## config.mk

```make
export PLATFORM = sky130hd
export DESIGN_NAME = csr_queue_regs
export DESIGN_NICKNAME = d
export VERILOG_FILES = /design/src/design/csr_pkg.sv /design/src/design/csr_queue_regs.sv
export SDC_FILE = /design/constraint.sdc
export NUM_CORES = 2
export LEC_CHECK = 0
export BUFFER_PORTS_ARGS = -buffer_cell sky130_fd_sc_hd__buf_2
export CORE_AREA = 2 2 556 558
export CTS_BUF_LIST = sky130_fd_sc_hd__clkbuf_8
export DETAILED_ROUTE_END_ITERATION = 10
export DIE_AREA = 0 0 558 560
export GPL_TIMING_DRIVEN = 0
export PLACE_DENSITY_LB_ADDON = 0.3
export SKIP_LAST_GASP = 1
export SYNTH_ARGS = -nofsm -noshare
export SYNTH_HDL_FRONTEND = slang
export SYNTH_SLANG_ARGS = --single-unit
```

## constraint.sdc

```tcl
create_clock -name clk -period 4.9 [get_ports clk]
set_input_delay 1.47 -clock clk [delete_from_list [all_inputs] [get_ports clk]]
set_output_delay 1.47 -clock clk [all_outputs]
set_load 0.02 [all_outputs]
```

## src/design/csr_pkg.sv

```systemverilog
// Shared definitions for the 64-bit Avalon-MM CSR slave.
// Byte addresses are 8-byte aligned; other offsets are not decoded.
// Queue registers are indexed through the queue index register, and
// only its low QUEUE_IDX_W bits select an entry.
package csr_pkg;

   localparam int DATA_W      = 64;
   localparam int ADDR_W      = 22;
   localparam int BE_W        = DATA_W / 8;
   localparam int NUM_QUEUES  = 4;
   localparam int QUEUE_IDX_W = 2;   // log2 of NUM_QUEUES
   localparam int NUM_DEBUG   = 8;
   localparam int DEBUG_IDX_W = $clog2(NUM_DEBUG);

   localparam logic [DATA_W-1:0] REQUESTER_ID_RST = 'h2a;

   // global control
   localparam logic [ADDR_W-1:0] ADDR_CMD          = 'h000;
   localparam logic [ADDR_W-1:0] ADDR_REQUESTER_ID = 'h008;
   localparam logic [ADDR_W-1:0] ADDR_BLOCK_OFFSET = 'h010;
   localparam logic [ADDR_W-1:0] ADDR_BAR          = 'h018;
   localparam logic [ADDR_W-1:0] ADDR_AFU_INIT     = 'h020;
   localparam logic [ADDR_W-1:0] ADDR_QUEUE_IDX    = 'h028;

   // per-queue window, entry picked by the queue index
   localparam logic [ADDR_W-1:0] ADDR_SQ_ADDR      = 'h030;
   localparam logic [ADDR_W-1:0] ADDR_CQ_ADDR      = 'h038;
   localparam logic [ADDR_W-1:0] ADDR_SQ_TAIL      = 'h040;
   localparam logic [ADDR_W-1:0] ADDR_CQ_HEAD      = 'h048;
   localparam logic [ADDR_W-1:0] ADDR_HOST_BUF     = 'h050;

   // debug counters, counter i at base + 8*i
   localparam logic [ADDR_W-1:0] ADDR_DEBUG_BASE   = 'h100;
   localparam logic [ADDR_W-1:0] ADDR_DEBUG_END    =
      ADDR_DEBUG_BASE + ADDR_W'(8 * NUM_DEBUG);

   // values written to the command register
   typedef enum logic [DATA_W-1:0] {
      CMD_NONE   = 'd0,
      CMD_START  = 'd1,
      CMD_END    = 'd2,
      CMD_UPDATE = 'd3
   } csr_cmd_t;

   // front end handshake states
   typedef enum logic [1:0] {
      BUS_IDLE  = 2'd0,
      BUS_WRITE = 2'd1,
      BUS_READ  = 2'd2
   } bus_state_t;

endpackage

```

## src/design/csr_queue_regs.sv

```systemverilog
// Per-queue NVMe submission and completion queue registers.
// Reads and writes go to the entry chosen by queue_sel, so the queue
// index must be set before touching the queue window.
// A host buffer write raises that queue's valid bit for one cycle.
`timescale 1ns/100ps

module csr_queue_regs (
   input  logic                             clk,
   input  logic                             reset_n,
   input  logic                             wr_en,
   input  logic [csr_pkg::ADDR_W-1:0]       address,
   input  logic [csr_pkg::DATA_W-1:0]       wr_data,
   input  logic [csr_pkg::QUEUE_IDX_W-1:0]  queue_sel,
   output logic [csr_pkg::DATA_W-1:0]       rd_data,
   output logic [csr_pkg::DATA_W-1:0]       sq_addr       [csr_pkg::NUM_QUEUES],
   output logic [csr_pkg::DATA_W-1:0]       cq_addr       [csr_pkg::NUM_QUEUES],
   output logic [csr_pkg::DATA_W-1:0]       sq_tail       [csr_pkg::NUM_QUEUES],
   output logic [csr_pkg::DATA_W-1:0]       cq_head       [csr_pkg::NUM_QUEUES],
   output logic [csr_pkg::DATA_W-1:0]       host_buf_addr [csr_pkg::NUM_QUEUES],
   output logic [csr_pkg::NUM_QUEUES-1:0]   host_buf_addr_valid
);

   import csr_pkg::*;

   logic host_buf_wr;

   assign host_buf_wr = wr_en && (address == ADDR_HOST_BUF);

   always_ff @(posedge clk) begin
      if (!reset_n) begin
         for (int q = 0; q < NUM_QUEUES; q++) begin
            sq_addr[q]       <= '0;
            cq_addr[q]       <= '0;
            sq_tail[q]       <= '0;
            cq_head[q]       <= '0;
            host_buf_addr[q] <= '0;
         end
         host_buf_addr_valid <= '0;
      end else begin
         host_buf_addr_valid <= '0;
         if (host_buf_wr) begin
            host_buf_addr_valid[queue_sel] <= 1'b1;   // only the selected queue
         end
         if (wr_en) begin
            case (address)
               ADDR_SQ_ADDR:  sq_addr[queue_sel]       <= wr_data;
               ADDR_CQ_ADDR:  cq_addr[queue_sel]       <= wr_data;
               ADDR_SQ_TAIL:  sq_tail[queue_sel]       <= wr_data;  // doorbell value
               ADDR_CQ_HEAD:  cq_head[queue_sel]       <= wr_data;
               ADDR_HOST_BUF: host_buf_addr[queue_sel] <= wr_data;
               default: ;
            endcase
         end
      end
   end

   always_comb begin
      case (address)
         ADDR_SQ_ADDR:  rd_data = sq_addr[queue_sel];
         ADDR_CQ_ADDR:  rd_data = cq_addr[queue_sel];
         ADDR_SQ_TAIL:  rd_data = sq_tail[queue_sel];
         ADDR_CQ_HEAD:  rd_data = cq_head[queue_sel];
         ADDR_HOST_BUF: rd_data = host_buf_addr[queue_sel];
         default:       rd_data = '0;
      endcase
   end

endmodule

```

# Word-level counts from Yosys, hierarchy flattened
# Cells that the tools add are included.
# Widths: inputs -> output; s select.
[totals]
ff_bits = 1284
out_inout_bits = 1348
wordCells = 65
[op_classes]
muxes = 25
n_eq_ne = 5
bitwise_logic = 1
n_reduce_logical = 9
order_cmp = 4
[ops]
columns = ["cell", "count"]
rows = [
  ["$bwmux 256", 5],
  ["$mux 64", 11],
  ["$bmux 64 s2", 5],
  ["$pmux 64 s5", 1],
  ["$demux 64 s2", 1],
  ["$eq 22x7->1 const B", 3],
  ["$eq 22x6->1 const B", 2],
  ["$reduce_and 2->1", 6],
  ["$ge 3x3->1 const B", 1],
  ["$logic_and 1x1->1", 3],
  ["$lt 2x3->1 const B", 1],
  ["$lt 3x1->1 const B", 1],
  ["$not 2->3", 1],
  ["$demux 1 s2", 1],
  ["$ge 2x1->1 const B", 1],
  ["$mux 1", 1],
]

# Logic depth before layout (Yosys ltp)
[logic_depth]
depth_word = 6
ltp_mapped = 9
mapped_depth_nobuf = 5

# Worst setup path before layout
# Ideal clock, no wire load.
[synth_path]
kind = "input-to-output"
startpoint = "in queue_sel[1] in the netlist's numbering"
endpoint = "out rd_data[53] in the netlist's numbering"
arrival_ps = 3148
path_buffers = 2
required_time_ps = 3430
cell_stages = 5
setup_slack_ps = 282
cell_sequence = "buf_2 -> buf_1 -> mux4_2 -> a22oi_1 -> nand3_1"
[synth_via]
elab_chain_len = 5
elab_cells_between_ends = 17
classes_between = "mux: 16; bitwise: 1"
[synth_rtl]
columns = ["item", "line_no", "source"]
rows = [
  ["from (decl)", "csr_queue_regs.sv:13", "input logic [csr_pkg::QUEUE_IDX_W-1:0] queue_sel,"],
  ["$not 2->3 (not written as such) *", "-", ""],
  ["$bmux 64 s2, on equally long branches", "-", ""],
  ["$mux 64, on equally long branches (2 in series)", "-", ""],
  ["$pmux 64 s5 *", "csr_queue_regs.sv:58", "case (address)"],
  ["to (decl)", "csr_queue_regs.sv:14", "output logic [csr_pkg::DATA_W-1:0] rd_data,"],
]
# Mark *: on every way between the ends. The rest lies on a longest branch, timed or not. The select of a mux whose other input is x is not followed.

# Final worst setup path
[layout_path]
startpoint = "in address[18] in the netlist's numbering"
endpoint = "out rd_data[55] in the netlist's numbering"
[layout_via]
elab_chain_len = 2
elab_cells_between_ends = 6
classes_between = "eq/ne: 5; mux: 1"
[layout_rtl]
columns = ["item", "line_no", "source"]
rows = [
  ["from (decl)", "csr_queue_regs.sv:11", "input logic [csr_pkg::ADDR_W-1:0] address,"],
  ["$eq 22x7->1 or $eq 22x6->1 (tied branches)", "csr_queue_regs.sv:58", ""],
  ["$pmux 64 s5 *", "csr_queue_regs.sv:58", ""],
]
# Mark *: on every way between the ends. The rest lies on a longest branch, timed or not.

==> results.md <==
* Status: finished, violations left
* Failing checks: setup timing
* Post-route setup slack at -165 ps
* Core area at 307000 µm²
* Clk buf depth at 4
* Leading area contributor after synthesis: dfxtp_1
* # rows at between 200 and 250
* Port Buffer Count at ~1.4k
* Sink Count at roughly 1.3k
* DRC viols at 0
* Cell count after placement at 11.5k
* Clk_lat worst skew at slightly above 900 ps
* Antenna Nets Post-Route at 0
* 1st-iter DRT viols at 7677
* Final worst path period share at 1.03
* Die width at ~560 µm
* Layout cell share with drive strength beyond 1 at 0.415
* Global-route wire length before repair at a little under 600000 µm
* Area grow syn2layout at 39.9%
* Drt first pass iters at 6
* Vias in the first global route at 57.4k
* Die Height at about 560 µm
* Hold_ws at 469 ps
* Post-Route Skew at 0 ps
* CTS tree: yes
* Setup crit end kind: output pin
* Hold Path Class: reg2reg
* Worst VDD drop at 0.228 mV
* Hold Fails Final Rpt at 0
* Top post-synthesis cells by area: dfxtp_1 45%, mux4_2 13%, nand2_1 11%, a21boi_2 9.0%, nand3_1 5.0%
* Fmax at 197 MHz
* HPWL after DPL at between 300000 and 400000 µm
* Design area at roughly 80000 µm²
* # setup viols final at 54
* DP Area at 71100 µm²
* Max-Cap Viols at 0
* Top cell type's share of synthesized area at 0.449
* Routed WL per cell at 38.9 µm
* Clock transition at the registers of the reported paths at around 60 ps
* WP data required at about 3400 ps
* Cell Pwr Density at 295 nW/µm²
* Drt via density at 5.08
* RD Place Congestion at 0.950
* Die area at about 310000 µm²
* CP Launch Type: input pin
* Slew Viols, Final at 0
* Worst-Margin Slew at between 1000 and 1500 ps
* RSZ-0062 raised after global routing: true
* Gr usage total at 0.289
* Largest net degree at the start of global routing at 13
* Post-synthesis area per instance at 9.69 µm²
* Cell count after synthesis at ~5.9k
* Static Leak at between 30 and 40 nW
* Initial Util at 0.187
* Synth unique cells at 34
* Synth warn at 0
* Routed vias at 61.7k
* Root buf cell: clkbuf_8
* Fin nets at between 7k and 8k
* Top-Level Pins at 1439
* Min Clock Period, post-route at slightly above 5000 ps
* Syn Nets at about 6k
* Grt total ovfl at 0
* Mapped Area at between 50000 and 60000 µm²
* WS Path Type: in2out
* Seq/Total Area, Yosys at 0.449
* Final std cells w/o fill at approximately 12k
* Worst EP arrival at 3590 ps
* Clock H-tree levels at 5
* Slew headroom at 0.0860
* CTS hold repair buffers at 0
* Seq cells post-synth at between 1k and 1.5k
* Worst-path maximum fanout at 10
* Initial antenna violation count at 75
* Post-Route WL at between 400000 and 500000 µm
* Cts bufs inserted at between 200 and 300
## cell type report
class	instances	area, µm²
Antenna cell	71	178
Buffer	584	4790
Clock buffer	309	4250
Clock inverter	137	880
Fill cell	33088	227000
Multi-Input combinational cell	4038	28900
Sequential cell	1284	25700
Tap cell	4120	5150
Timing Repair Buffer	1596	10300
## timing repair
action / CTS / global route
pin swaps: 73 / 56
setup endpoints to repair: 64 / 64
resized for setup: 554 / 130
setup buffers: 51 / 38
gates cloned: 8 / 5
## cells in the final DEF, fill, tap and decap left out, drive strengths merged, types with 21 or more instances in the layout
cell	count
nand2	1671
clkbuf	611
o21ai	512
diode	71
a21boi	768
mux4	320
buf	1878
dfxtp	1284
inv	103
nand3	577
a22oi	128
clkinv	21
## stage by stage
stage          setup TNS (ps)  utilization  power, mW  worst slack [ps]
2_1_floorplan               0            -       11.3               282
3_3_place_gp          -916490        0.227       12.1             -4090
3_5_place_dp          -133240        0.231       12.1             -2540
4_1_cts                 -5030        0.258       23.6              -155
5_1_grt                 -3210        0.261       24.1              -144
6_report                -2850        0.261       23.7              -165
## flip-flops by register name, summed over array words and instances, names as in the netlist
name and cells:
cq_addr 256, sq_addr 256, host_buf_addr_valid 4, host_buf_addr 256, cq_head 256, sq_tail 256
## path summary, 6_finish.rpt
check,startpoint,endpoint,slack [ps],cells after the start
setup / recovery,address[18],rd_data[55],-160,11
setup reg to reg,sq_tail[213],sq_tail[213],3900,2
hold / removal,cq_addr[226],cq_addr[226],470,2
hold reg to reg,cq_addr[226],cq_addr[226],470,2
## kinds of logic (layout without fill, tap and decap cells)
family	count (synthesis)	after routing	share of synthesized area
AOI/OAI and AO/OA	1408	1408	0.192
buffers and inverters	589	2626	0.0614
other	0	71	0
muxes	320	320	0.126
and+or+nand+nor	2310	2310	0.172
DFF	1284	1284	0.449
## where the power goes
part | internal, mW | switching [mW]
clock network | 6.05 | 5.52
logic | 0.537 | 1.11
registers | 10.4 | 0.000000515
total | 17.0 | 6.63
## worst max-delay path, stage by stage
cell	delay (ps)
buf_6	100
nor4_4	380
nand4_1	170
buf_6	180
buf_6	130
nor2_4	140
buf_12	220
buf_6	200
a22oi_1	150
nand3_1	210
buf_2	210
## synthesized netlist by cell type
library cell and count:
nor2_2 1, nor2_1 6, dfxtp_1 1284, o21ai_0 508, and4bb_2 1, or3_1 13
buf_1 91, mux4_2 320, nand2_1 1628, nor3b_1 2, buf_6 74, nor4_2 2
nand4_2 1, nor4b_1 1, nor3_4 12, o21ai_1 4, nor4_4 2, nand3_2 1
and4_2 1, a21boi_2 460, a22oi_1 128, and2_1 2, nor3_1 2, a21boi_1 260
buf_2 119, nand4_4 1, nand4_1 10, clkbuf_1 245, nand2_2 43, a21boi_0 48
and3_1 1, nor2b_1 4, clkbuf_8 60, nand3_1 576
## per-layer routing
metal	global-route usage	vias up	part of all wire
li1	-	24551	-
met1	0.336	31522	0.36
met2	0.464	4678	0.46
met3	0.0961	926	0.12
met4	0.161	4	0.064
met5	0	-	0.000051
Power figures use the tool's default switching activity.
