$ cat src/design/csr_pkg.sv
// Shared definitions for the 64-bit Avalon-MM CSR slave.
// Byte addresses are 8-byte aligned; other offsets are not decoded.
// Queue registers are indexed through the queue index register, and
// only its low QUEUE_IDX_W bits select an entry.
package csr_pkg;

   localparam int DATA_W      = 64;
   localparam int ADDR_W      = 22;
   localparam int BE_W        = DATA_W / 8;
   localparam int NUM_QUEUES  = 4;
   localparam int QUEUE_IDX_W = 2;   // log2 of NUM_QUEUES
   localparam int NUM_DEBUG   = 8;
   localparam int DEBUG_IDX_W = $clog2(NUM_DEBUG);

   localparam logic [DATA_W-1:0] REQUESTER_ID_RST = 'h2a;

   // global control
   localparam logic [ADDR_W-1:0] ADDR_CMD          = 'h000;
   localparam logic [ADDR_W-1:0] ADDR_REQUESTER_ID = 'h008;
   localparam logic [ADDR_W-1:0] ADDR_BLOCK_OFFSET = 'h010;
   localparam logic [ADDR_W-1:0] ADDR_BAR          = 'h018;
   localparam logic [ADDR_W-1:0] ADDR_AFU_INIT     = 'h020;
   localparam logic [ADDR_W-1:0] ADDR_QUEUE_IDX    = 'h028;

   // per-queue window, entry picked by the queue index
   localparam logic [ADDR_W-1:0] ADDR_SQ_ADDR      = 'h030;
   localparam logic [ADDR_W-1:0] ADDR_CQ_ADDR      = 'h038;
   localparam logic [ADDR_W-1:0] ADDR_SQ_TAIL      = 'h040;
   localparam logic [ADDR_W-1:0] ADDR_CQ_HEAD      = 'h048;
   localparam logic [ADDR_W-1:0] ADDR_HOST_BUF     = 'h050;

   // debug counters, counter i at base + 8*i
   localparam logic [ADDR_W-1:0] ADDR_DEBUG_BASE   = 'h100;
   localparam logic [ADDR_W-1:0] ADDR_DEBUG_END    =
      ADDR_DEBUG_BASE + ADDR_W'(8 * NUM_DEBUG);

   // values written to the command register
   typedef enum logic [DATA_W-1:0] {
      CMD_NONE   = 'd0,
      CMD_START  = 'd1,
      CMD_END    = 'd2,
      CMD_UPDATE = 'd3
   } csr_cmd_t;

   // front end handshake states
   typedef enum logic [1:0] {
      BUS_IDLE  = 2'd0,
      BUS_WRITE = 2'd1,
      BUS_READ  = 2'd2
   } bus_state_t;

endpackage

$ cat src/design/csr_ctrl_regs.sv
// Global control registers of the accelerator.
// A command write of 1, 2 or 3 fires start, end or update for one cycle;
// any other value is stored and reads back without a pulse.
// Only the low QUEUE_IDX_W bits of the queue index reach the queue bank.
`timescale 1ns/100ps

module csr_ctrl_regs (
   input  logic                             clk,
   input  logic                             reset_n,
   input  logic                             wr_en,
   input  logic [csr_pkg::ADDR_W-1:0]       address,
   input  logic [csr_pkg::DATA_W-1:0]       wr_data,
   output logic [csr_pkg::DATA_W-1:0]       rd_data,
   output logic                             start_proc,
   output logic                             end_proc,
   output logic                             update,
   output logic [csr_pkg::DATA_W-1:0]       requester_id,
   output logic [csr_pkg::DATA_W-1:0]       block_index_offset,
   output logic [csr_pkg::DATA_W-1:0]       bar_addr,
   output logic [csr_pkg::DATA_W-1:0]       afu_init,
   output logic [csr_pkg::QUEUE_IDX_W-1:0]  queue_sel
);

   import csr_pkg::*;

   logic [DATA_W-1:0] cmd_q;
   logic [DATA_W-1:0] queue_idx_q;
   csr_cmd_t          cmd_dec;

   // decode the command being written this cycle
   always_comb begin
      cmd_dec = CMD_NONE;
      if (wr_en && (address == ADDR_CMD)) begin
         case (wr_data)
            CMD_START:  cmd_dec = CMD_START;
            CMD_END:    cmd_dec = CMD_END;
            CMD_UPDATE: cmd_dec = CMD_UPDATE;
            default:    cmd_dec = CMD_NONE;
         endcase
      end
   end

   always_ff @(posedge clk) begin
      if (!reset_n) begin
         cmd_q              <= '0;
         requester_id       <= REQUESTER_ID_RST;
         block_index_offset <= '0;
         bar_addr           <= '0;
         afu_init           <= '0;
         queue_idx_q        <= '0;
         start_proc         <= 1'b0;
         end_proc           <= 1'b0;
         update             <= 1'b0;
      end else begin
         start_proc <= (cmd_dec == CMD_START);   // single cycle pulses
         end_proc   <= (cmd_dec == CMD_END);
         update     <= (cmd_dec == CMD_UPDATE);
         if (wr_en) begin
            case (address)
               ADDR_CMD:          cmd_q              <= wr_data;
               ADDR_REQUESTER_ID: requester_id       <= wr_data;
               ADDR_BLOCK_OFFSET: block_index_offset <= wr_data;
               ADDR_BAR:          bar_addr           <= wr_data;
               ADDR_AFU_INIT:     afu_init           <= wr_data;
               ADDR_QUEUE_IDX:    queue_idx_q        <= wr_data;
               default: ;   // not ours
            endcase
         end
      end
   end

   always_comb begin
      case (address)
         ADDR_CMD:          rd_data = cmd_q;
         ADDR_REQUESTER_ID: rd_data = requester_id;
         ADDR_BLOCK_OFFSET: rd_data = block_index_offset;
         ADDR_BAR:          rd_data = bar_addr;
         ADDR_AFU_INIT:     rd_data = afu_init;
         ADDR_QUEUE_IDX:    rd_data = queue_idx_q;
         default:           rd_data = '0;
      endcase
   end

   assign queue_sel = queue_idx_q[QUEUE_IDX_W-1:0];

endmodule

$ cat config.mk
export PLATFORM = sky130hd
export DESIGN_NAME = csr_ctrl_regs
export DESIGN_NICKNAME = d
export VERILOG_FILES = /design/src/design/csr_pkg.sv /design/src/design/csr_ctrl_regs.sv
export SDC_FILE = /design/constraint.sdc
export NUM_CORES = 1
export LEC_CHECK = 0
export ABC_AREA = 1
export ABC_CLOCK_PERIOD_IN_PS = 2020
export BUFFER_PORTS_ARGS = -buffer_cell sky130_fd_sc_hd__buf_2
export CORE_MARGIN = 2
export CORE_UTILIZATION = 55
export DETAILED_ROUTE_END_ITERATION = 8
export PLACE_DENSITY_LB_ADDON = 0.12
export SLEW_MARGIN = 20
export SYNTH_ARGS = -nofsm -noshare
export SYNTH_HDL_FRONTEND = slang
export SYNTH_SLANG_ARGS = --single-unit
$ cat constraint.sdc
create_clock -name clk -period 2.02 [get_ports clk]
set_input_delay 0.303 -clock clk [delete_from_list [all_inputs] [get_ports clk]]
set_output_delay 0.303 -clock clk [all_outputs]
set_load 0.1 [all_outputs]
Yosys cells after proc, flatten, opt, wreduce, memory -nomap -nowiden
Cells that the tools add are included.
- input bits: 89
- register bits after elaboration: 387
- word-level logic and storage cells: 31
- output and inout port bits: 325
- mux-type cells: 3
- equality and inequality tests: 11
- reduce and logical (&&, ||, !) cells: 8
- operators with widths (operator ; number):
    $pmux 64 s6 ; 1
    $eq 64x2->1 const B ; 4
    $eq 64x1->1 const B ; 2
    $eq 22x5->1 const B ; 2
    $eq 22x6->1 const B ; 2
    $eq 22x4->1 const B ; 1
    $logic_not 22->1 ; 1
    $reduce_and 2->1 ; 6
    $pmux 2 s3 ; 1
    $mux 2 ; 1
    $logic_and 1x1->1 ; 1

Depth between registers and ports, before layout
Gate-level depths: netlist of the first run.
- word-level depth: 4
- depth in mapped cells: 10
- depth with buffers taken out: 9

Least setup slack after synthesis of the first run
Ideal clock, no wire load.
- path kind: input to output
- start: input address[21] (netlist name)
- end: output rd_data[62] (netlist name)
- buffers on the path: 3
- data required time: 1.717 ns
- arrival: 2.043 ns
- cell stages on the path: 9
- slack: -0.326 ns
- cell sequence: or2_1 > nor2_2 > buf_4 > buf_4 > buf_2 > nand4_1 > o21ai_1 > inv_1 > nand2_1
- longest elaborated chain between the ends: 2
- elaborated cells on any way between the ends: 7
- those cells by class: eq/ne: 5; mux: 1; reduce/logical: 1
- ends and longest elaborated chain (element ; RTL line ; source):
    from (decl) ; csr_ctrl_regs.sv:11 ; input logic [csr_pkg::ADDR_W-1:0] address,
    $eq 22x6->1, or another cell as far along ; csr_ctrl_regs.sv:73 ; case (address)
    $pmux 64 s6 * ; csr_ctrl_regs.sv:73 ;
    to (decl) ; csr_ctrl_regs.sv:13 ; output logic [csr_pkg::DATA_W-1:0] rd_data,
Every way passes the cells marked *; elsewhere a longest branch is shown, timed or not.

Worst setup path after layout of the first run
- start: input address[21] (netlist name)
- end: output rd_data[45] (netlist name)
The elaborated chain is that of the path after synthesis.

==> flow_summary.toml, run 1 <==
[outcome]
status = "complete, but fails checks"
violations = "setup timing"

[worst_setup_path]
crit_path_frequent_cell = "buf_12"
slowest_stage = "nand4_1"
path_buf_inv = 6
r2r-start = "block_index_offset[43]"
cp_max_fo = 7
max_stage_delay_ns = 0.34
end_kind = "output pin"
arrival_ns = 2.17
r2r_cells = 4
crit_required_ns = 1.72
rrSetupSlack_ns = 1.22
setup.worst_path.class = "input port to output pin"
crit_chain = "buf_6, or2_4, nor2_4, buf_12, buf_12, buf_12, buf_16, nand4_1, nand2_1, nor2_2, nand2_4, buf_12"
crit_family = "simple AND/OR/NAND/NOR gates"
r2r-end = "block_index_offset[43]"
start_kind = "input port"
cp-startpoint = "address[21]"

[pwr]
power.leakage_nw = 13.28
internal_power_mw = 12.77
power.density_mw_per_mm2 = 613.0
p_seq_share_pct = 46.6
swShare_pct = 22.07
clockPowerShare_pct = 49.7
power.switching_mw = 3.617
comb_power_share_pct = 3.8
vdd_drop_max_v = 0.0005455

[detailed_routing]
dr.pass1.iters = 7
antenna_left = 0
highest_layer = "met5"
vias = 22560
wl_met1_um = 28120
drt_wl_total_um = 76030
drc_errors = 0
wl_met2_um = 34610
wl_per_cell_um = 19.08
initialDrtViolationCount = 2743
met3_length_um = 8593
avgViaCountPerCell = 5.661

[grt]
track_usage_pct = 37.85
gr-total-overflow = 0
grt_pass1_vias = 20810
grt_first_pass_wirelength_um = 110500
grt_max_degree = 99
antenna_found_initial = 3

[final_layout]
drive_above_1_share_pct = 22.08
layout.nets = 3585
instances_no_fill = 3985
fillers = 2540
area_delta_synth_final_pct = 38.39

[clock_network]
clock_sinks = 387
clock_latency_ns = 0.55
cts_hold_buf = 0
cts_tree = "done"
numCtsBuffers = 42
clockBufferDepth = 3
clk_pin_slew_ns = 0.06
htreeDepth = 2
cts_root_buf = "clkbuf_16"

[floorplan]
core_area_sq_mm = 0.03454
start_util_pct = 55.92
floorplan.rows = 68
die_w_um = 191.4
ioPinCount = 414
die_area_sq_mm = 0.03664
die_y_um = 191.4

[worst_hold_path]
min_path_cells = 3
hold_path.class = "input port to flop"
hold_start = "wr_data[46]"
holdPathEnd = "block_index_offset[46]"

[place]
dp_hpwl_um = 44750
gp_congestion = 0.8798
placed_cells = 3843
io_buffers = 413

[synth]
synth_fp_nets = 3193
seq_area_frac_synth_pct = 40.11
yosysUniqueCellTypes = 21
synth_area_sq_mm = 0.01932
avgSynthCellArea_sq_um = 6.223
synth_seq_cells = 387
ys.warnings.count = 0
syn_inst = 3104

[timing]
slew_headroom_pct = 59.53
slew_violations = 0
setup_slack_ns = -0.4543
setup_viol = 64
min_period_ns = 2.474
hold-worst-slack_ns = 0.09200
clock_skew_ns = 0
worst_pin_slew_ns = 0.6071
finalCritPeriodShare_pct = 122.5
fmax_mhz = 404.2
final-hold-violation-count = 0
rsz0062_at_grt = "true"

[run]
cap_violations = 0
cell families (layout without fill, tap and decap cells):
group                  after synthesis  count (layout)  synth area share (%)
and+or+nand+nor                   1831            1831                 39.21
buffers and inverters              633            1057                 14.13
other                                0               2                     0
AOI/OAI and AO/OA                  253             253                 6.555
DFF                                387             387                 40.11
cell type report:
cell class / count / area [sq um] / area share [%]
Multi-Input combinational cell: 2084 / 9587 / 35.86
Sequential cell: 387 / 7747 / 28.98
Timing Repair Buffer: 574 / 5826 / 21.79
Inverter: 407 / 1528 / 5.715
Clock buffer: 67 / 1349 / 5.046
Tap cell: 455 / 569.3 / 2.130
Clock inverter: 9 / 120.1 / 0.4494
Antenna cell: 2 / 5.005 / 0.01872
cell usage after synthesis, drive strengths merged:
master / n / area [sq um]
and2: 2 / 12.52
and3: 1 / 6.260
buf: 146 / 900.9
clkbuf: 80 / 300.3
dfxtp: 387 / 7747
inv: 407 / 1528
nand2: 671 / 2519
nand3: 12 / 70.07
nand4: 263 / 1645
nor2: 880 / 3308
o21ai: 253 / 1266
or2: 2 / 12.52
worst max path at each step:
stage | to | slack, ns | cells past startpoint
3_3_place_gp | cmd_q[56] | -0.29 | 11
2_1_floorplan | rd_data[62] | 0.05 | 9
3_5_place_dp | cmd_q[40] | -0.33 | 11
5_1_grt | rd_data[45] | -0.50 | 12
6_report | rd_data[45] | -0.45 | 12
4_1_cts | rd_data[3] | -0.14 | 11
metal layers:
layer,up-vias,track usage [%]
met2,1548,61.30
met3,344,6.848
met5,-,0
met4,4,20.62
met1,10280,47.75
li1,10380,-
cells in the final DEF (no fill, tap or decap), types with 3 or more instances in the layout:
| master | count |
|---|---|
| nor2_4 | 12 |
| nand3_1 | 6 |
| nand2_4 | 64 |
| inv_1 | 405 |
| buf_6 | 22 |
| nand3_2 | 5 |
| nand4_1 | 263 |
| bufinv_16 | 3 |
| buf_12 | 113 |
| buf_8 | 7 |
| clkbuf_8 | 14 |
| clkbuf_16 | 63 |
| buf_4 | 48 |
| o21ai_1 | 78 |
| dfxtp_1 | 387 |
| buf_16 | 24 |
| o21ai_0 | 156 |
| buf_2 | 341 |
| nand2_1 | 604 |
| clkinv_2 | 6 |
| clkbuf_1 | 8 |
| nand2_2 | 3 |
| nor2_2 | 29 |
| nor2_1 | 839 |
| o21ai_2 | 19 |
worst min-delay path: stages:
cell	delay [ns]
buf_2	0.14
nor2_1	0.11
nor2_1	0.05
power by group through the flow:
stage / Combinational (mW) / Sequential [mW] / Clock (mW)
global placement: 0.519 / 7.80 / 0
global route: 0.653 / 7.63 / 8.48
finish: 0.618 / 7.63 / 8.14
detailed placement: 0.526 / 7.80 / 0
floorplan: 0.202 / 7.80 / 0
CTS: 0.563 / 7.63 / 8.16
stage by stage:
step / instance area, sq um / setup slack, ns / utilization [%] / setup TNS, ns / total power, mW
after floorplan: 19800 / 0.04751 / - / 0 / 8.003
after global placement: 23520 / -0.2925 / 68.10 / -66.26 / 8.319
after detailed placement: 23520 / -0.3322 / 68.10 / -79.60 / 8.327
after CTS: 25910 / -0.1437 / 75.00 / -5.472 / 16.36
after global routing: 26730 / -0.5009 / 77.38 / -11.71 / 16.76
final: 26730 / -0.4543 / 77.38 / -8.124 / 16.39
flip-flops by register name, indices dropped and copies added, names as in the netlist:
name                flops
afu_init               64
bar_addr               64
block_index_offset     64
cmd_q                  64
end_proc                1
queue_idx_q            64
requester_id           64
start_proc              1
update                  1
repair_timing:
action,4_1_cts,5_1_grt
setup buffers,15,15
gates cloned,16,21
gates resized for setup,105,96
hold endpoints to repair,0,0
pin swaps,19,50
endpoints found under the setup margin,64,64
Power figures use the tool's default switching activity.
==> inputs of run 2 (changes only) <==
TNS_END_PERCENT = 5   (was default)
==> run 2 against run 1 <==
Against the previous run: the run still ends with setup timing left; via count is 2.3% lower; largest cell class unchanged; critical endpoint is now rd_data[61]; sequential power barely moved; die area stayed put.
==> flow_summary.toml, run 2 (synthesis results as in run 1) <==
[clock_network]
clock_latency_ns = 0.54
htreeDepth = 2
clock_sinks = 387
cts_hold_buf = 0
cts_tree = "done"
cts_root_buf = "clkbuf_16"
clk_pin_slew_ns = 0.06
numCtsBuffers = 43
clockBufferDepth = 3

[detailed_routing]
drc_errors = 0
initialDrtViolationCount = 2270
dr.pass1.iters = 6
vias = 22040
avgViaCountPerCell = 5.539
drt_wl_total_um = 71550
wl_per_cell_um = 17.99
antenna_left = 0

[grt]
antenna_found_initial = 1
gr-total-overflow = 0
track_usage_pct = 38.24
grt_pass1_vias = 20910
grt_first_pass_wirelength_um = 111200
grt_max_degree = 105

[worst_setup_path]
crit_required_ns = 1.72
crit_path_frequent_cell = "buf_12"
rrSetupSlack_ns = 1.22
slowest_stage = "buf_12"
start_kind = "input port"
arrival_ns = 1.94
end_kind = "output pin"
setup.worst_path.class = "input port to output pin"
max_stage_delay_ns = 0.18
cp_max_fo = 5
crit_chain = "buf_6, nor2_4, nand3_2, buf_6, nor2_4, buf_12, buf_12, buf_6, buf_12, buf_16, nand4_1, o21ai_1, inv_1, nand2_2, buf_12"

[floorplan]
ioPinCount = 414
core_area_sq_mm = 0.03454
die_y_um = 191.4
floorplan.rows = 68
start_util_pct = 55.92
die_area_sq_mm = 0.03664
die_w_um = 191.4

[pwr]
power.leakage_nw = 13.04
power_mw = 15.90
power.density_mw_per_mm2 = 612.9
vdd_drop_max_v = 0.0006568

[place]
place_area_sq_mm = 0.02318
gp_congestion = 0.9118
placed_cells = 3839
io_buffers = 413
dp_hpwl_um = 44010

[run]
cap_violations = 0

[timing]
fmax_mhz = 445.5
setup_slack_ns = -0.2247
worst_pin_slew_ns = 0.6078
slew_headroom_pct = 59.48
rsz0062_at_grt = "true"
setup_viol = 84
min_period_ns = 2.245
clock_skew_ns = 0
slew_violations = 0
final-hold-violation-count = 0
finalCritPeriodShare_pct = 111.1

[final_layout]
final_common_cell = "nor2_1"
drive_above_1_share_pct = 20.58
area_delta_synth_final_pct = 34.35
final_cell_mix = "868 x nor2_1, 605 x nand2_1, 404 x inv_1"
design_area_sq_mm = 0.02595
fillers = 2780
instances_no_fill = 3978
layout.nets = 3581

[outcome]
violations = "setup timing"
status = "complete, but fails checks"

[worst_hold_path]
hold_path.class = "input port to flop"
-- run 2: cell types whose count changed in the layout (fill, tap and decap cells not counted), moves of 18 or more --
cell / delta
nand2_4: -60
nor2_2: -25
nor2_1: +29
nand2_2: +59
clkbuf_16: -18
o21ai_0: +27
-- run 2: layer usage --
metal / GRT usage [%] / vias up / wire length (um)
met5: 0 / - / 0
met4: 19.47 / 0 / 3471
met3: 8.317 / 256 / 8056
met2: 63.37 / 1351 / 33220
met1: 46.69 / 10070 / 26800
li1: - / 10360 / -
-- run 2: path summary, 6_finish.rpt --
kind,startpoint,to,depth (start not counted)
worst max-delay path,address[7],rd_data[61],15
worst min-delay path,wr_data[1],requester_id[1],3
worst max register to register,block_index_offset[10],block_index_offset[10],4
worst min register to register,cmd_q[30],cmd_q[30],2
-- run 2: where the power goes --
group / switching (mW) / internal, mW / leakage [nW]
sequential: 0.00000185 / 7.63 / 3.12
combinational: 0.410 / 0.185 / 9.26
clock: 3.20 / 4.48 / 0.668
total: 3.61 / 12.3 / 13.0
-- run 2: area by class of cell --
| type | instances | area (sq um) | area share, % |
|---|---|---|---|
| clock inverters | 12 | 127.6 | 0.4918 |
| inverters | 407 | 1528 | 5.887 |
| multi-input cells | 2084 | 9130 | 35.18 |
| diodes | 1 | 2.502 | 0.009643 |
| well taps | 455 | 569.3 | 2.194 |
| flip-flops and latches | 387 | 7747 | 29.85 |
| repair buffers | 569 | 5614 | 21.63 |
| clock buffers | 63 | 1232 | 4.749 |
-- run 2: per-stage QoR --
step	hold WS (ns)	worst slack (ns)	TNS [ns]	util, %
floorplan	0.4162	-0.06817	-4.029	-
global placement	0.4613	-0.2134	-48.53	67.09
detailed placement	0.4718	-0.2762	-74.70	67.09
CTS	0.06754	-0.1229	-5.814	74.29
global route	0.09908	-0.3372	-16.51	75.12
finish	0.09383	-0.2247	-10.67	75.13
-- run 2: repair_timing --
item / 4_1_cts / 5_1_grt
setup buffers: 28 / 17
pin swaps: 23 / 19
gates resized for setup: 74 / 51
endpoints found under the setup margin: 64 / 64
cloned: 21 / 1
-- run 2: worst max-delay path: cells and delay by family --
kind	cells	cell delay (ns)
buffers and inverters	9	1.00
AO/OA/AOI/OAI	1	0.09
AND/OR/NAND/NOR	5	0.54
