### src/design/csr_pkg.sv
// Shared definitions for the 64-bit Avalon-MM CSR slave.
// Byte addresses are 8-byte aligned; other offsets are not decoded.
// Queue registers are indexed through the queue index register, and
// only its low QUEUE_IDX_W bits select an entry.
package csr_pkg;

   localparam int DATA_W      = 64;
   localparam int ADDR_W      = 22;
   localparam int BE_W        = DATA_W / 8;
   localparam int NUM_QUEUES  = 4;
   localparam int QUEUE_IDX_W = 2;   // log2 of NUM_QUEUES
   localparam int NUM_DEBUG   = 8;
   localparam int DEBUG_IDX_W = $clog2(NUM_DEBUG);

   localparam logic [DATA_W-1:0] REQUESTER_ID_RST = 'h2a;

   // global control
   localparam logic [ADDR_W-1:0] ADDR_CMD          = 'h000;
   localparam logic [ADDR_W-1:0] ADDR_REQUESTER_ID = 'h008;
   localparam logic [ADDR_W-1:0] ADDR_BLOCK_OFFSET = 'h010;
   localparam logic [ADDR_W-1:0] ADDR_BAR          = 'h018;
   localparam logic [ADDR_W-1:0] ADDR_AFU_INIT     = 'h020;
   localparam logic [ADDR_W-1:0] ADDR_QUEUE_IDX    = 'h028;

   // per-queue window, entry picked by the queue index
   localparam logic [ADDR_W-1:0] ADDR_SQ_ADDR      = 'h030;
   localparam logic [ADDR_W-1:0] ADDR_CQ_ADDR      = 'h038;
   localparam logic [ADDR_W-1:0] ADDR_SQ_TAIL      = 'h040;
   localparam logic [ADDR_W-1:0] ADDR_CQ_HEAD      = 'h048;
   localparam logic [ADDR_W-1:0] ADDR_HOST_BUF     = 'h050;

   // debug counters, counter i at base + 8*i
   localparam logic [ADDR_W-1:0] ADDR_DEBUG_BASE   = 'h100;
   localparam logic [ADDR_W-1:0] ADDR_DEBUG_END    =
      ADDR_DEBUG_BASE + ADDR_W'(8 * NUM_DEBUG);

   // values written to the command register
   typedef enum logic [DATA_W-1:0] {
      CMD_NONE   = 'd0,
      CMD_START  = 'd1,
      CMD_END    = 'd2,
      CMD_UPDATE = 'd3
   } csr_cmd_t;

   // front end handshake states
   typedef enum logic [1:0] {
      BUS_IDLE  = 2'd0,
      BUS_WRITE = 2'd1,
      BUS_READ  = 2'd2
   } bus_state_t;

endpackage

### src/design/csr_avmm_frontend.sv
// Avalon-MM handshake for the CSR slave. One request per two cycles.
// The master must hold its request until waitrequest goes low.
// Disabled bytes are zeroed on writes and on read data, never merged.
// readdata is only meaningful while readdatavalid is high.
`timescale 1ns/100ps

module csr_avmm_frontend (
   input  logic                        clk,
   input  logic                        reset_n,
   input  logic                        read,
   input  logic                        write,
   input  logic [csr_pkg::BE_W-1:0]    byteenable,
   input  logic [csr_pkg::DATA_W-1:0]  writedata,
   input  logic [csr_pkg::DATA_W-1:0]  rd_data_ctrl,
   input  logic [csr_pkg::DATA_W-1:0]  rd_data_queue,
   input  logic [csr_pkg::DATA_W-1:0]  rd_data_debug,
   output logic                        waitrequest,
   output logic                        readdatavalid,
   output logic [csr_pkg::DATA_W-1:0]  readdata,
   output logic                        wr_en,
   output logic [csr_pkg::DATA_W-1:0]  wr_data
);

   import csr_pkg::*;

   bus_state_t        state;
   bus_state_t        next_state;
   logic [DATA_W-1:0] be_mask;
   logic              read_accept;

   // one byteenable bit covers eight data bits
   always_comb begin
      for (int b = 0; b < BE_W; b++) begin
         be_mask[b*8 +: 8] = {8{byteenable[b]}};
      end
   end

   always_comb begin
      next_state = BUS_IDLE;
      case (state)
         BUS_IDLE: begin
            if (write) begin     // write wins over read
               next_state = BUS_WRITE;
            end else if (read) begin
               next_state = BUS_READ;
            end
         end
         BUS_WRITE: next_state = BUS_IDLE;
         BUS_READ:  next_state = BUS_IDLE;
         default:   next_state = BUS_IDLE;
      endcase
   end

   always_ff @(posedge clk) begin
      if (!reset_n) begin
         state <= BUS_IDLE;
      end else begin
         state <= next_state;
      end
   end

   assign read_accept = (state == BUS_IDLE) && !write && read;

   // group outputs are zero unless the address is theirs, so OR is the mux
   always_ff @(posedge clk) begin
      if (read_accept) begin
         readdata <= (rd_data_ctrl | rd_data_queue | rd_data_debug) & be_mask;
      end
   end

   assign waitrequest   = (state == BUS_IDLE);
   assign readdatavalid = (state == BUS_READ);
   assign wr_en         = (state == BUS_WRITE);  // groups update at end of this cycle
   assign wr_data       = writedata & be_mask;

endmodule

### config.mk
export PLATFORM = sky130hd
export DESIGN_NAME = csr_avmm_frontend
export DESIGN_NICKNAME = d
export VERILOG_FILES = /design/src/design/csr_pkg.sv /design/src/design/csr_avmm_frontend.sv
export SDC_FILE = /design/constraint.sdc
export NUM_CORES = 1
export LEC_CHECK = 0
export CAP_MARGIN = 20
export CORE_AREA = 2 2 157 159
export DETAILED_ROUTE_END_ITERATION = 12
export DIE_AREA = 0 0 159 161
export DONT_BUFFER_PORTS = 1
export SYNTH_ARGS = -nofsm -noshare
export SYNTH_HDL_FRONTEND = slang
export SYNTH_SLANG_ARGS = --single-unit
### constraint.sdc
create_clock -name clk -period 14.3 [get_ports clk]
set_input_delay 1.43 -clock clk [delete_from_list [all_inputs] [get_ports clk]]
set_output_delay 1.43 -clock clk [all_outputs]
set_load 0.01 [all_outputs]
# --- After elaboration in Yosys (flattened, before gate mapping) ---
# Cells that the tools add are included.
# Widths: inputs -> output; s select.
classes:
  n_eq_ne: 2
  mux: 2
  bitwise: 6
  reduce_logical: 6
op_table:
  columns: ["operator", "count"]
  rows:
  - ["$and 64x64->64", 2]
  - ["$or 64x64->64", 2]
  - ["$reduce_or 3->1", 1]
  - ["$eq 2x1->1 const B", 1]
  - ["$eq 2x2->1 const B", 1]
  - ["$logic_and 1x1->1", 2]
  - ["$logic_not 2->1", 1]
  - ["$mux 2", 1]
  - ["$not 1->1", 2]
  - ["$reduce_and 2->1", 1]
  - ["$logic_not 1->1", 1]
  - ["$mux 1", 1]
word_totals:
  ff_bits: 66
  in_bits: 268
  out_inout_bits: 131

# --- Longest topological paths before layout ---
# Gate-level depths: netlist (run 1).
logic_depth:
  ltp_word: 3
  depth_mapped: 2
  ltp_nobuf: 2

# --- Worst setup path before layout (run 1) ---
# No wires, ideal clock.
synth_path:
  path_kind: "input-to-reg"
  start: "input port write"
  end: "register readdata[0] in the netlist's numbering (enable)"
  setup_ps: 670
  t_arrival_ps: 8141
  path_slack_ps: 5489
  path_stages: 1
  n_path_buf: 0
  path_cell_list: "nor4b_1"
synth_between:
  elab_chain_cells: 3
synth_rtl:
  columns: ["element", "line_no", "rtl"]
  rows:
  - ["start, declared", "csr_avmm_frontend.sv:11", "input logic write,"]
  - ["$logic_not 1->1", "csr_avmm_frontend.sv:62", "assign read_accept = (state == BUS_IDLE) && !write && read;"]
  - ["$logic_and 1x1->1 (2 in a row)", "csr_avmm_frontend.sv:62", null]
  - ["end signal, assigned", "csr_avmm_frontend.sv:67", "readdata <= (rd_data_ctrl | rd_data_queue | rd_data_debug) & be_mask;"]
  - ["end, declared", "csr_avmm_frontend.sv:19", "output logic [csr_pkg::DATA_W-1:0] readdata,"]
# No other way between the ends.
# A chain may end at the register's enable or synchronous reset.

# --- Worst setup path after layout (run 1) ---
layout_path:
  start: "input port byteenable[1] in the netlist's numbering"
  end: "output port wr_data[14] in the netlist's numbering"
layout_between:
  elab_chain_cells: 1
layout_rtl:
  columns: ["element", "line_no", "rtl"]
  rows:
  - ["start, declared", "csr_avmm_frontend.sv:12", "input logic [csr_pkg::BE_W-1:0] byteenable,"]
  - ["$and 64x64->64", "csr_avmm_frontend.sv:74", "assign wr_data = writedata & be_mask;"]
  - ["end, declared", "csr_avmm_frontend.sv:21", "output logic [csr_pkg::DATA_W-1:0] wr_data"]
# No other way between the ends.

==> key figures, run 1 <==
Layout
  • Final Instance Area: 3680 sq um
  • Ratio of cells with drive above 1 in the final layout: 9.63%
  • Layout Nets: 481
  • ANT cells: 0
  • P&R area growth vs syn: 20.3%

Timing
  • Final Hold Violating Endpoints: 0
  • Final Critical Period: 3.07 ns
  • Fin. max-slew vios: 0
  • Layout Skew: 0.00790 ns
  • TNS Setup: 0 ns
  • Crit share post-route: 21.5%
  • RSZ-0062 raised after global routing: false
  • Worst-margin pin slew: 0.575 ns
  • Max Freq: 326 MHz
  • Final Setup Violations: 0
  • Slew HR: 61.7%

Critical path
  • Crit. End Element: output pin
  • Flop2flop setup slack: 12.67 ns
  • Worst path max stage delay: 0.20 ns
  • CP Launch Type: input pin
  • Cell family contributing the most delay on the critical path: simple AND/OR/NAND/NOR gates
  • Critical Path Fanout Max: 16
  • Crit Path Category: input pin to output pin
  • Worst EP required: 12.87 ns
  • Critical path arrival: 1.64 ns
  • Critical path buffers and inverters: 0
  • Critical-path top delay cell: and2_1
  • CP Cell Sequence: and2_1

Logic synthesis
  • Post-synth cell types: 12
  • Top cell type's share of synthesized area: 62.8%
  • Post-synthesis sequential area ratio: 64.1%
  • Ranking of synthesized cells by area: edfxtp_1, o31a_1, and2_1, buf_6, dfxtp_1
  • Synth top cells by count: and2_1, edfxtp_1, o31a_1
  • Post-synth EDFFs: 64
  • Area leader, netlist: edfxtp_1
  • Gate Count Post-Synth: 208
  • Synthesized net count: 476
  • Synth warn: 0
  • Synth Register Bits: 66
  • Syn Area/Cell: 14.7 sq um
  • Top FF cell, synth: edfxtp_1
  • Netlist Area Pre-Place: 3060 sq um
  • Async S/R FF share, synth: 0%

GRT
  • GR Overflow Total: 0
  • Global Route Usage Sum: 7.50%
  • First-pass GRT wire length: 13.6 mm
  • Initial antenna violation count: 0
  • Largest net degree at the start of global routing: 45
  • Vias in the first global route: 2094

Place
  • Number of port buffers: 0
  • DP HPWL: 8.68 mm
  • Routability cong.: 0.772
  • Dpl cell area: 3400 sq um

Power
  • Sw Share: 22.7%
  • Max IR drop VDD: 0.0373 mV
  • Psw: 0.109 mW
  • Sequential power share: 48.6%
  • Clock power frac: 45.0%
  • Internal power: 0.371 mW
  • P_leak: 1.09 nW
  • Gate power share: 6.4%
  • Power Dens Cells: 130 nW/um^2

CTS
  • Number of H-tree levels: 3
  • CTS Root Cell: clkbuf_16
  • Setup Fix Bufs, Post-CTS: 0
  • CTS tree: done
  • CTS buffer count: 9
  • CTS Buffer Depth: 2
  • # resized after CTS: 0
  • Cts hold-fix bufs: 0
  • Sink Count: 66
  • Worst skew pair latency: 0.33 ns
  • Clock Pin Slew Worst Setup and Hold Paths: 0.06 ns

Detailed routing
  • Post-route DRC: 0
  • Avg Vias per Cell: 3.77
  • First DRT Iteration DRCs: 147
  • Routed wire length: 10.4 mm
  • Routed WL per cell: 19.2 um
  • Initial DRT Pass Iterations: 4
  • Via count: 2041
  • Antenna viol nets, final: 0

Die
  • Total core area: 24000 sq um
  • Initial Util: 12.8%
  • # IOs: 399
  • Chip Height: 161 um
  • Die W: 159 um
  • Die area: 25600 sq um
  • Row count: 57

Status
  • Outcome: finished, final reports clean

Flow run
  • Max-Cap Viols: 0

Worst hold path
  • Hold Crit Class: flip-flop to flip-flop
## layout make-up
class / count / area (sq um)
Clock inverter: 7 / 60.1
Tap cell: 324 / 405
Sequential cell: 66 / 1960
Multi-Input combinational cell: 134 / 1020
Clock buffer: 9 / 225
Fill cell: 2663 / 20300
Timing Repair Buffer: 2 / 15.0
## layer usage
metal	up-vias	global-route usage, %	part of all wire, %
li1	830	-	-
met1	973	7.16	34
met2	221	12.8	51
met3	17	4.24	13
met4	0	4.26	3.2
met5	-	0	0
## flip-flops by register name (all words and copies together) (netlist names)
signal	flops
readdata	64
state	2
## stage by stage
step	power, mW	hold slack (ns)	utilization, %	worst slack [ns]	cells
floorplan	0.266	0.630	-	5.49	208
global placement	0.268	0.668	14.2	11.22	526
detailed placement	0.269	0.695	14.2	11.23	526
CTS	0.493	0.712	15.4	11.23	542
global route	0.503	0.750	15.4	11.23	542
finish	0.480	0.705	15.4	11.23	542
## worst register-to-register path, delay by kind of cell, from the launching register on
kind	cells	cell delay (ns)
buffers and inverters	1	0.52
DFF	1	0.34
and+or+nand+nor	1	0.34
## worst paths after layout
path	from	endpoint	depth (start not counted)
worst max register to register	state[1]	readdata[26]	2
worst min-delay path	state[1]	state[0]	2
worst max-delay path	byteenable[1]	wr_data[14]	1
worst min register to register	state[1]	state[0]	2
## power groups by stage
stage,Sequential (mW),Clock [mW],Combinational [mW]
2_1_floorplan,0.236,0,0.0296
3_3_place_gp,0.238,0,0.0306
3_5_place_dp,0.238,0,0.0314
4_1_cts,0.234,0.227,0.0316
5_1_grt,0.234,0.235,0.0336
6_report,0.233,0.216,0.0309
## layout by cell type, fill, tap and decap left out, types with 2 or more instances in the layout
cell and instances:
buf_4 2, clkinv_2 3, and2_1 64, edfxtp_1 64, o31a_1 61, o31a_2 3, dfxtp_1 2, clkinv_1 2
clkbuf_16 9
## cells by family (layout without fill, tap and decap cells)
| group | count (synthesis) | in the layout | share of synthesized area (%) |
|---|---|---|---|
| DFF | 66 | 66 | 64.1 |
| AOI/OAI and AO/OA | 64 | 64 | 18.4 |
| and+or+nand+nor | 70 | 70 | 14.5 |
| buffers and inverters | 8 | 18 | 2.94 |
Note: power is estimated with default switching activity, not from simulation.
==> inputs of run 2 (changes only) <==
Clock period 14.3 ns to 2.7 ns, I/O delays scaled along.
==> key figures, run 2 (synthesized netlist as in run 1, its figures left out) <==
GRT
  • GR Overflow Total: 0
  • Largest net degree at the start of global routing: 65
  • Global Route Usage Sum: 8.01%
  • Vias in the first global route: 2073
  • Initial antenna violation count: 1
  • First-pass GRT wire length: 14.3 mm

Timing
  • Final Hold Violating Endpoints: 0
  • Setup ws final: 1.29 ns
  • Final Setup Violations: 0
  • Max Freq: 708 MHz
  • Fin Hold WS: 0.0872 ns
  • Crit share post-route: 52.3%
  • RSZ-0062 raised after global routing: false
  • TNS Setup: 0 ns
  • Fin. max-slew vios: 0
  • Final Critical Period: 1.41 ns
  • Slew HR: 74.8%
  • Layout Skew: 0.00970 ns
  • Worst-margin pin slew: 0.377 ns

CTS
  • Worst skew pair latency: 0.33 ns
  • CTS Buffer Depth: 2
  • Setup Fix Bufs, Post-CTS: 0
  • Number of H-tree levels: 3
  • # resized after CTS: 0
  • CTS buffer count: 9
  • Clock Pin Slew Worst Setup and Hold Paths: 0.06 ns
  • CTS Root Cell: clkbuf_16
  • Cts hold-fix bufs: 0
  • CTS tree: done
  • Sink Count: 66

Die
  • Chip Height: 161 um
  • Row count: 57
  • Initial Util: 12.8%
  • # IOs: 399
  • Die W: 159 um
  • Die area: 25600 sq um
  • Total core area: 24000 sq um

Detailed routing
  • Antenna viol nets, final: 0
  • First DRT Iteration DRCs: 167
  • Avg Vias per Cell: 3.87
  • Via count: 2095
  • Routed WL per cell: 20.5 um
  • Routed wire length: 11.1 mm
  • Initial DRT Pass Iterations: 4
  • Post-route DRC: 0

Critical path
  • Crit Path Category: flip-flop to flip-flop
  • CP Launch Type: flip-flop
  • Critical Path Fanout Max: 64
  • Reg2reg start: state[0]
  • Flop2flop setup slack: 1.29 ns
  • R2R Path End: readdata[51]
  • Worst EP required: 2.69 ns
  • Critical path arrival: 1.40 ns
  • Crit. End Element: flip-flop
  • Worst R2R Path Depth: 2

Place
  • Dpl cell area: 3410 sq um
  • Number of port buffers: 0
  • Routability cong.: 0.821
  • Place WS: 1.30 ns
  • DP HPWL: 9.08 mm

Layout
  • Layout Nets: 480
  • Final Instance Area: 3690 sq um
  • P&R area growth vs syn: 20.6%
  • Most frequent cells in the layout: and2_1, edfxtp_1, o31a_1
  • Ratio of cells with drive above 1 in the final layout: 8.80%
  • Largest registers: readdata x64, state x2
  • Flip-flop count of the largest register after layout: 64
  • Final core utilization: 15.4%
  • Largest reg by FF count: readdata

Status
  • Outcome: finished, final reports clean

Worst hold path
  • Hold Crit Class: input pin to flip-flop
  • Hold path start: reset_n
  • WHS Path Cells: 1
  • Hold Path End: state[0]

Power
  • Power Dens Cells: 689 nW/um^2
  • Max IR drop VDD: 0.171 mV
  • P_leak: 1.09 nW

Flow run
  • Max-Cap Viols: 0
run 2: cell count changes in the layout (fill, tap and decap cells not counted), sizes merged:
cell	change
clkinv	-2
buf	-1
diode	+1
clkbuf	+2
clkinvlp	-1
run 2: worst max path at each step:
stage	from	end	slack, ns	cells after the start
after floorplan	state[0]	readdata[0]	-0.20	1
after global placement	state[0]	readdata[51]	1.34	2
after detailed placement	state[0]	readdata[51]	1.30	2
after CTS	state[0]	readdata[51]	1.29	2
after global routing	state[0]	readdata[51]	1.23	2
final	state[0]	readdata[51]	1.29	2
run 2: where the power goes:
group	switching, mW	internal (mW)	leakage [nW]
sequential	0.0487	1.19	0.615
combinational	0.0928	0.0763	0.343
clock	0.435	0.704	0.137
run 2: stage by stage:
step / total power, mW / cells
detailed placement: 1.43 / 525
CTS: 2.61 / 540
global route: 2.67 / 541
global placement: 1.43 / 525
floorplan: 1.40 / 208
finish: 2.54 / 541
run 2: area by class of cell:
| type | count | area [sq um] |
|---|---|---|
| Sequential cell | 66 | 1960 |
| Timing Repair Buffer | 1 | 20.0 |
| Fill cell | 2656 | 20300 |
| Antenna cell | 1 | 2.50 |
| Multi-Input combinational cell | 134 | 1020 |
| Clock inverter | 4 | 43.8 |
| Clock buffer | 11 | 233 |
| Tap cell | 324 | 405 |
run 2: critical path: stages, from the launching register on:
cell and delay, ns:
dfxtp_2 0.35, nor4b_4 0.31, buf_12 0.36
run 2: per-layer routing:
metal  up-vias  GRT usage [%]  wire length (um)
met3        13           5.44              1600
li1        831              -                 -
met5         -              0                 0
met2       254           13.2              5650
met1       997           7.57              3580
met4         0           4.13               244
==> inputs of run 3 (changes only) <==
Clock period 2.7 ns to 1.45 ns, I/O delays scaled along.
==> key figures, run 3 (synthesized netlist as in run 1, its figures left out) <==
CTS
  • Worst skew pair latency: 0.34 ns
  • CTS Buffer Depth: 2
  • Clock Pin Slew Worst Setup and Hold Paths: 0.06 ns
  • Sink Count: 66
  • Number of H-tree levels: 3
  • Setup Fix Bufs, Post-CTS: 0
  • CTS tree: done
  • CTS Root Cell: clkbuf_16
  • CTS buffer count: 9

GRT
  • Initial antenna violation count: 1
  • GR Overflow Total: 0
  • First-pass GRT wire length: 16.0 mm
  • Global Route Usage Sum: 8.77%
  • Largest net degree at the start of global routing: 65
  • Vias in the first global route: 2419

Critical path
  • R2R Path End: state[0]
  • Crit Path Category: input pin to flip-flop
  • Critical path arrival: 1.53 ns
  • Crit. End Element: flip-flop
  • Crit path launch: rd_data_debug[61]
  • Reg2reg start: state[1]
  • Critical Path Fanout Max: 1
  • Worst EP required: 1.53 ns
  • Flop2flop setup slack: 0.03 ns
  • Worst R2R Path Depth: 3
  • CP Launch Type: input pin

Worst hold path
  • Hold path start: rd_data_debug[11]
  • Hold Crit Class: input pin to flip-flop
  • WHS Path Cells: 1
  • Hold Path End: readdata[11]

Detailed routing
  • Initial DRT Pass Iterations: 4
  • First DRT Iteration DRCs: 138
  • Via count: 2382
  • Antenna viol nets, final: 0
  • Post-route DRC: 0
  • Routed WL per cell: 19.7 um
  • Routed wire length: 12.1 mm
  • Avg Vias per Cell: 3.86

Layout
  • Ratio of cells with drive above 1 in the final layout: 6.51%
  • Commonest non-fill, non-tap cell in the layout: dlygate4sd3_1
  • Most frequent cells in the layout: dlygate4sd3_1, and2_1, edfxtp_1
  • Largest registers: readdata x64, state x2
  • # fillers: 2607
  • Largest reg by FF count: readdata
  • Layout Nets: 556
  • Reg area: 1960 sq um
  • Multi-input gate area: 1020 sq um
  • Flip-flop count of the largest register after layout: 64
  • Final core utilization: 18.6%
  • P&R area growth vs syn: 45.6%

Power
  • Max IR drop VDD: 0.317 mV
  • Power Dens Cells: 1110 nW/um^2
  • P_leak: 1.42 nW
  • Power Total: 4.93 mW

Timing
  • Setup ws final: -0.00243 ns
  • Fin. max-slew vios: 0
  • Layout Skew: 0.0108 ns
  • Slew HR: 76.9%
  • Final Setup Violations: 1
  • RSZ-0062 raised after global routing: true
  • Max Freq: 688 MHz
  • Final Critical Period: 1.45 ns
  • Final Hold Violating Endpoints: 0
  • Worst-margin pin slew: 0.347 ns
  • Crit share post-route: 100%

Die
  • Total core area: 24000 sq um
  • Initial Util: 12.8%
  • # IOs: 399
  • Chip Height: 161 um
  • Die W: 159 um
  • Die area: 25600 sq um
  • Row count: 57

Place
  • Number of port buffers: 0
  • DP HPWL: 9.08 mm
  • Routability cong.: 0.821
  • Place WS: 0.0548 ns

Flow run
  • Max-Cap Viols: 0

Status
  • Failing checks: setup timing
  • Outcome: finished, violations left
run 3: metrics by stage:
stage,instances,area [sq um],TNS [ns],hold WS [ns]
after global placement,525,3410,0,0.298
after CTS,614,4430,0,0.0000456
final,617,4460,-0.00243,0.00889
after floorplan,208,3080,-92.77,0.291
after detailed placement,525,3410,0,0.313
after global routing,617,4460,-0.191,0.000934
run 3: final cells by class:
cell class / count / share of cell area [%]
tap: 324 / 9.09
sequential: 66 / 44.0
timing repair buffer: 77 / 17.6
clock inverter: 4 / 0.982
multi-input combinational: 134 / 23.0
antenna: 1 / 0.0561
clock buffer: 11 / 5.22
run 3: timing repair:
item / 4_1_cts / 5_1_grt
hold buffers: 74 / 2
gates resized for setup: 0 / 1
hold endpoints to repair: 51 / 2
setup endpoints to repair: 0 / 20
run 3: routing by layer:
metal	up-vias	global-route usage [%]	share of wire, %
li1	983	-	-
met5	-	0	0
met2	246	15.6	53
met4	0	4.38	2.8
met1	1136	7.56	30
met3	17	5.75	14
run 3: critical path: stages:
cell and delay [ns]:
dlygate4sd3_1 0.55, o31a_2 0.29, dlygate4sd3_1 0.55
run 3: power by group:
part / total, mW / leakage, nW / internal (mW) / switching, mW
clock network: 2.13 / 0.137 / 1.31 / 0.815
logic: 0.498 / 0.673 / 0.289 / 0.210
registers: 2.30 / 0.615 / 2.21 / 0.0909
total: 4.93 / 1.42 / 3.81 / 1.12
run 3: how the worst max path moves through the flow:
stage          cells past startpoint      endpoint
6_report                           3  readdata[61]
2_1_floorplan                      1   readdata[0]
4_1_cts                            3      state[0]
5_1_grt                            2  readdata[51]
3_3_place_gp                       2  readdata[51]
3_5_place_dp                       2  readdata[51]
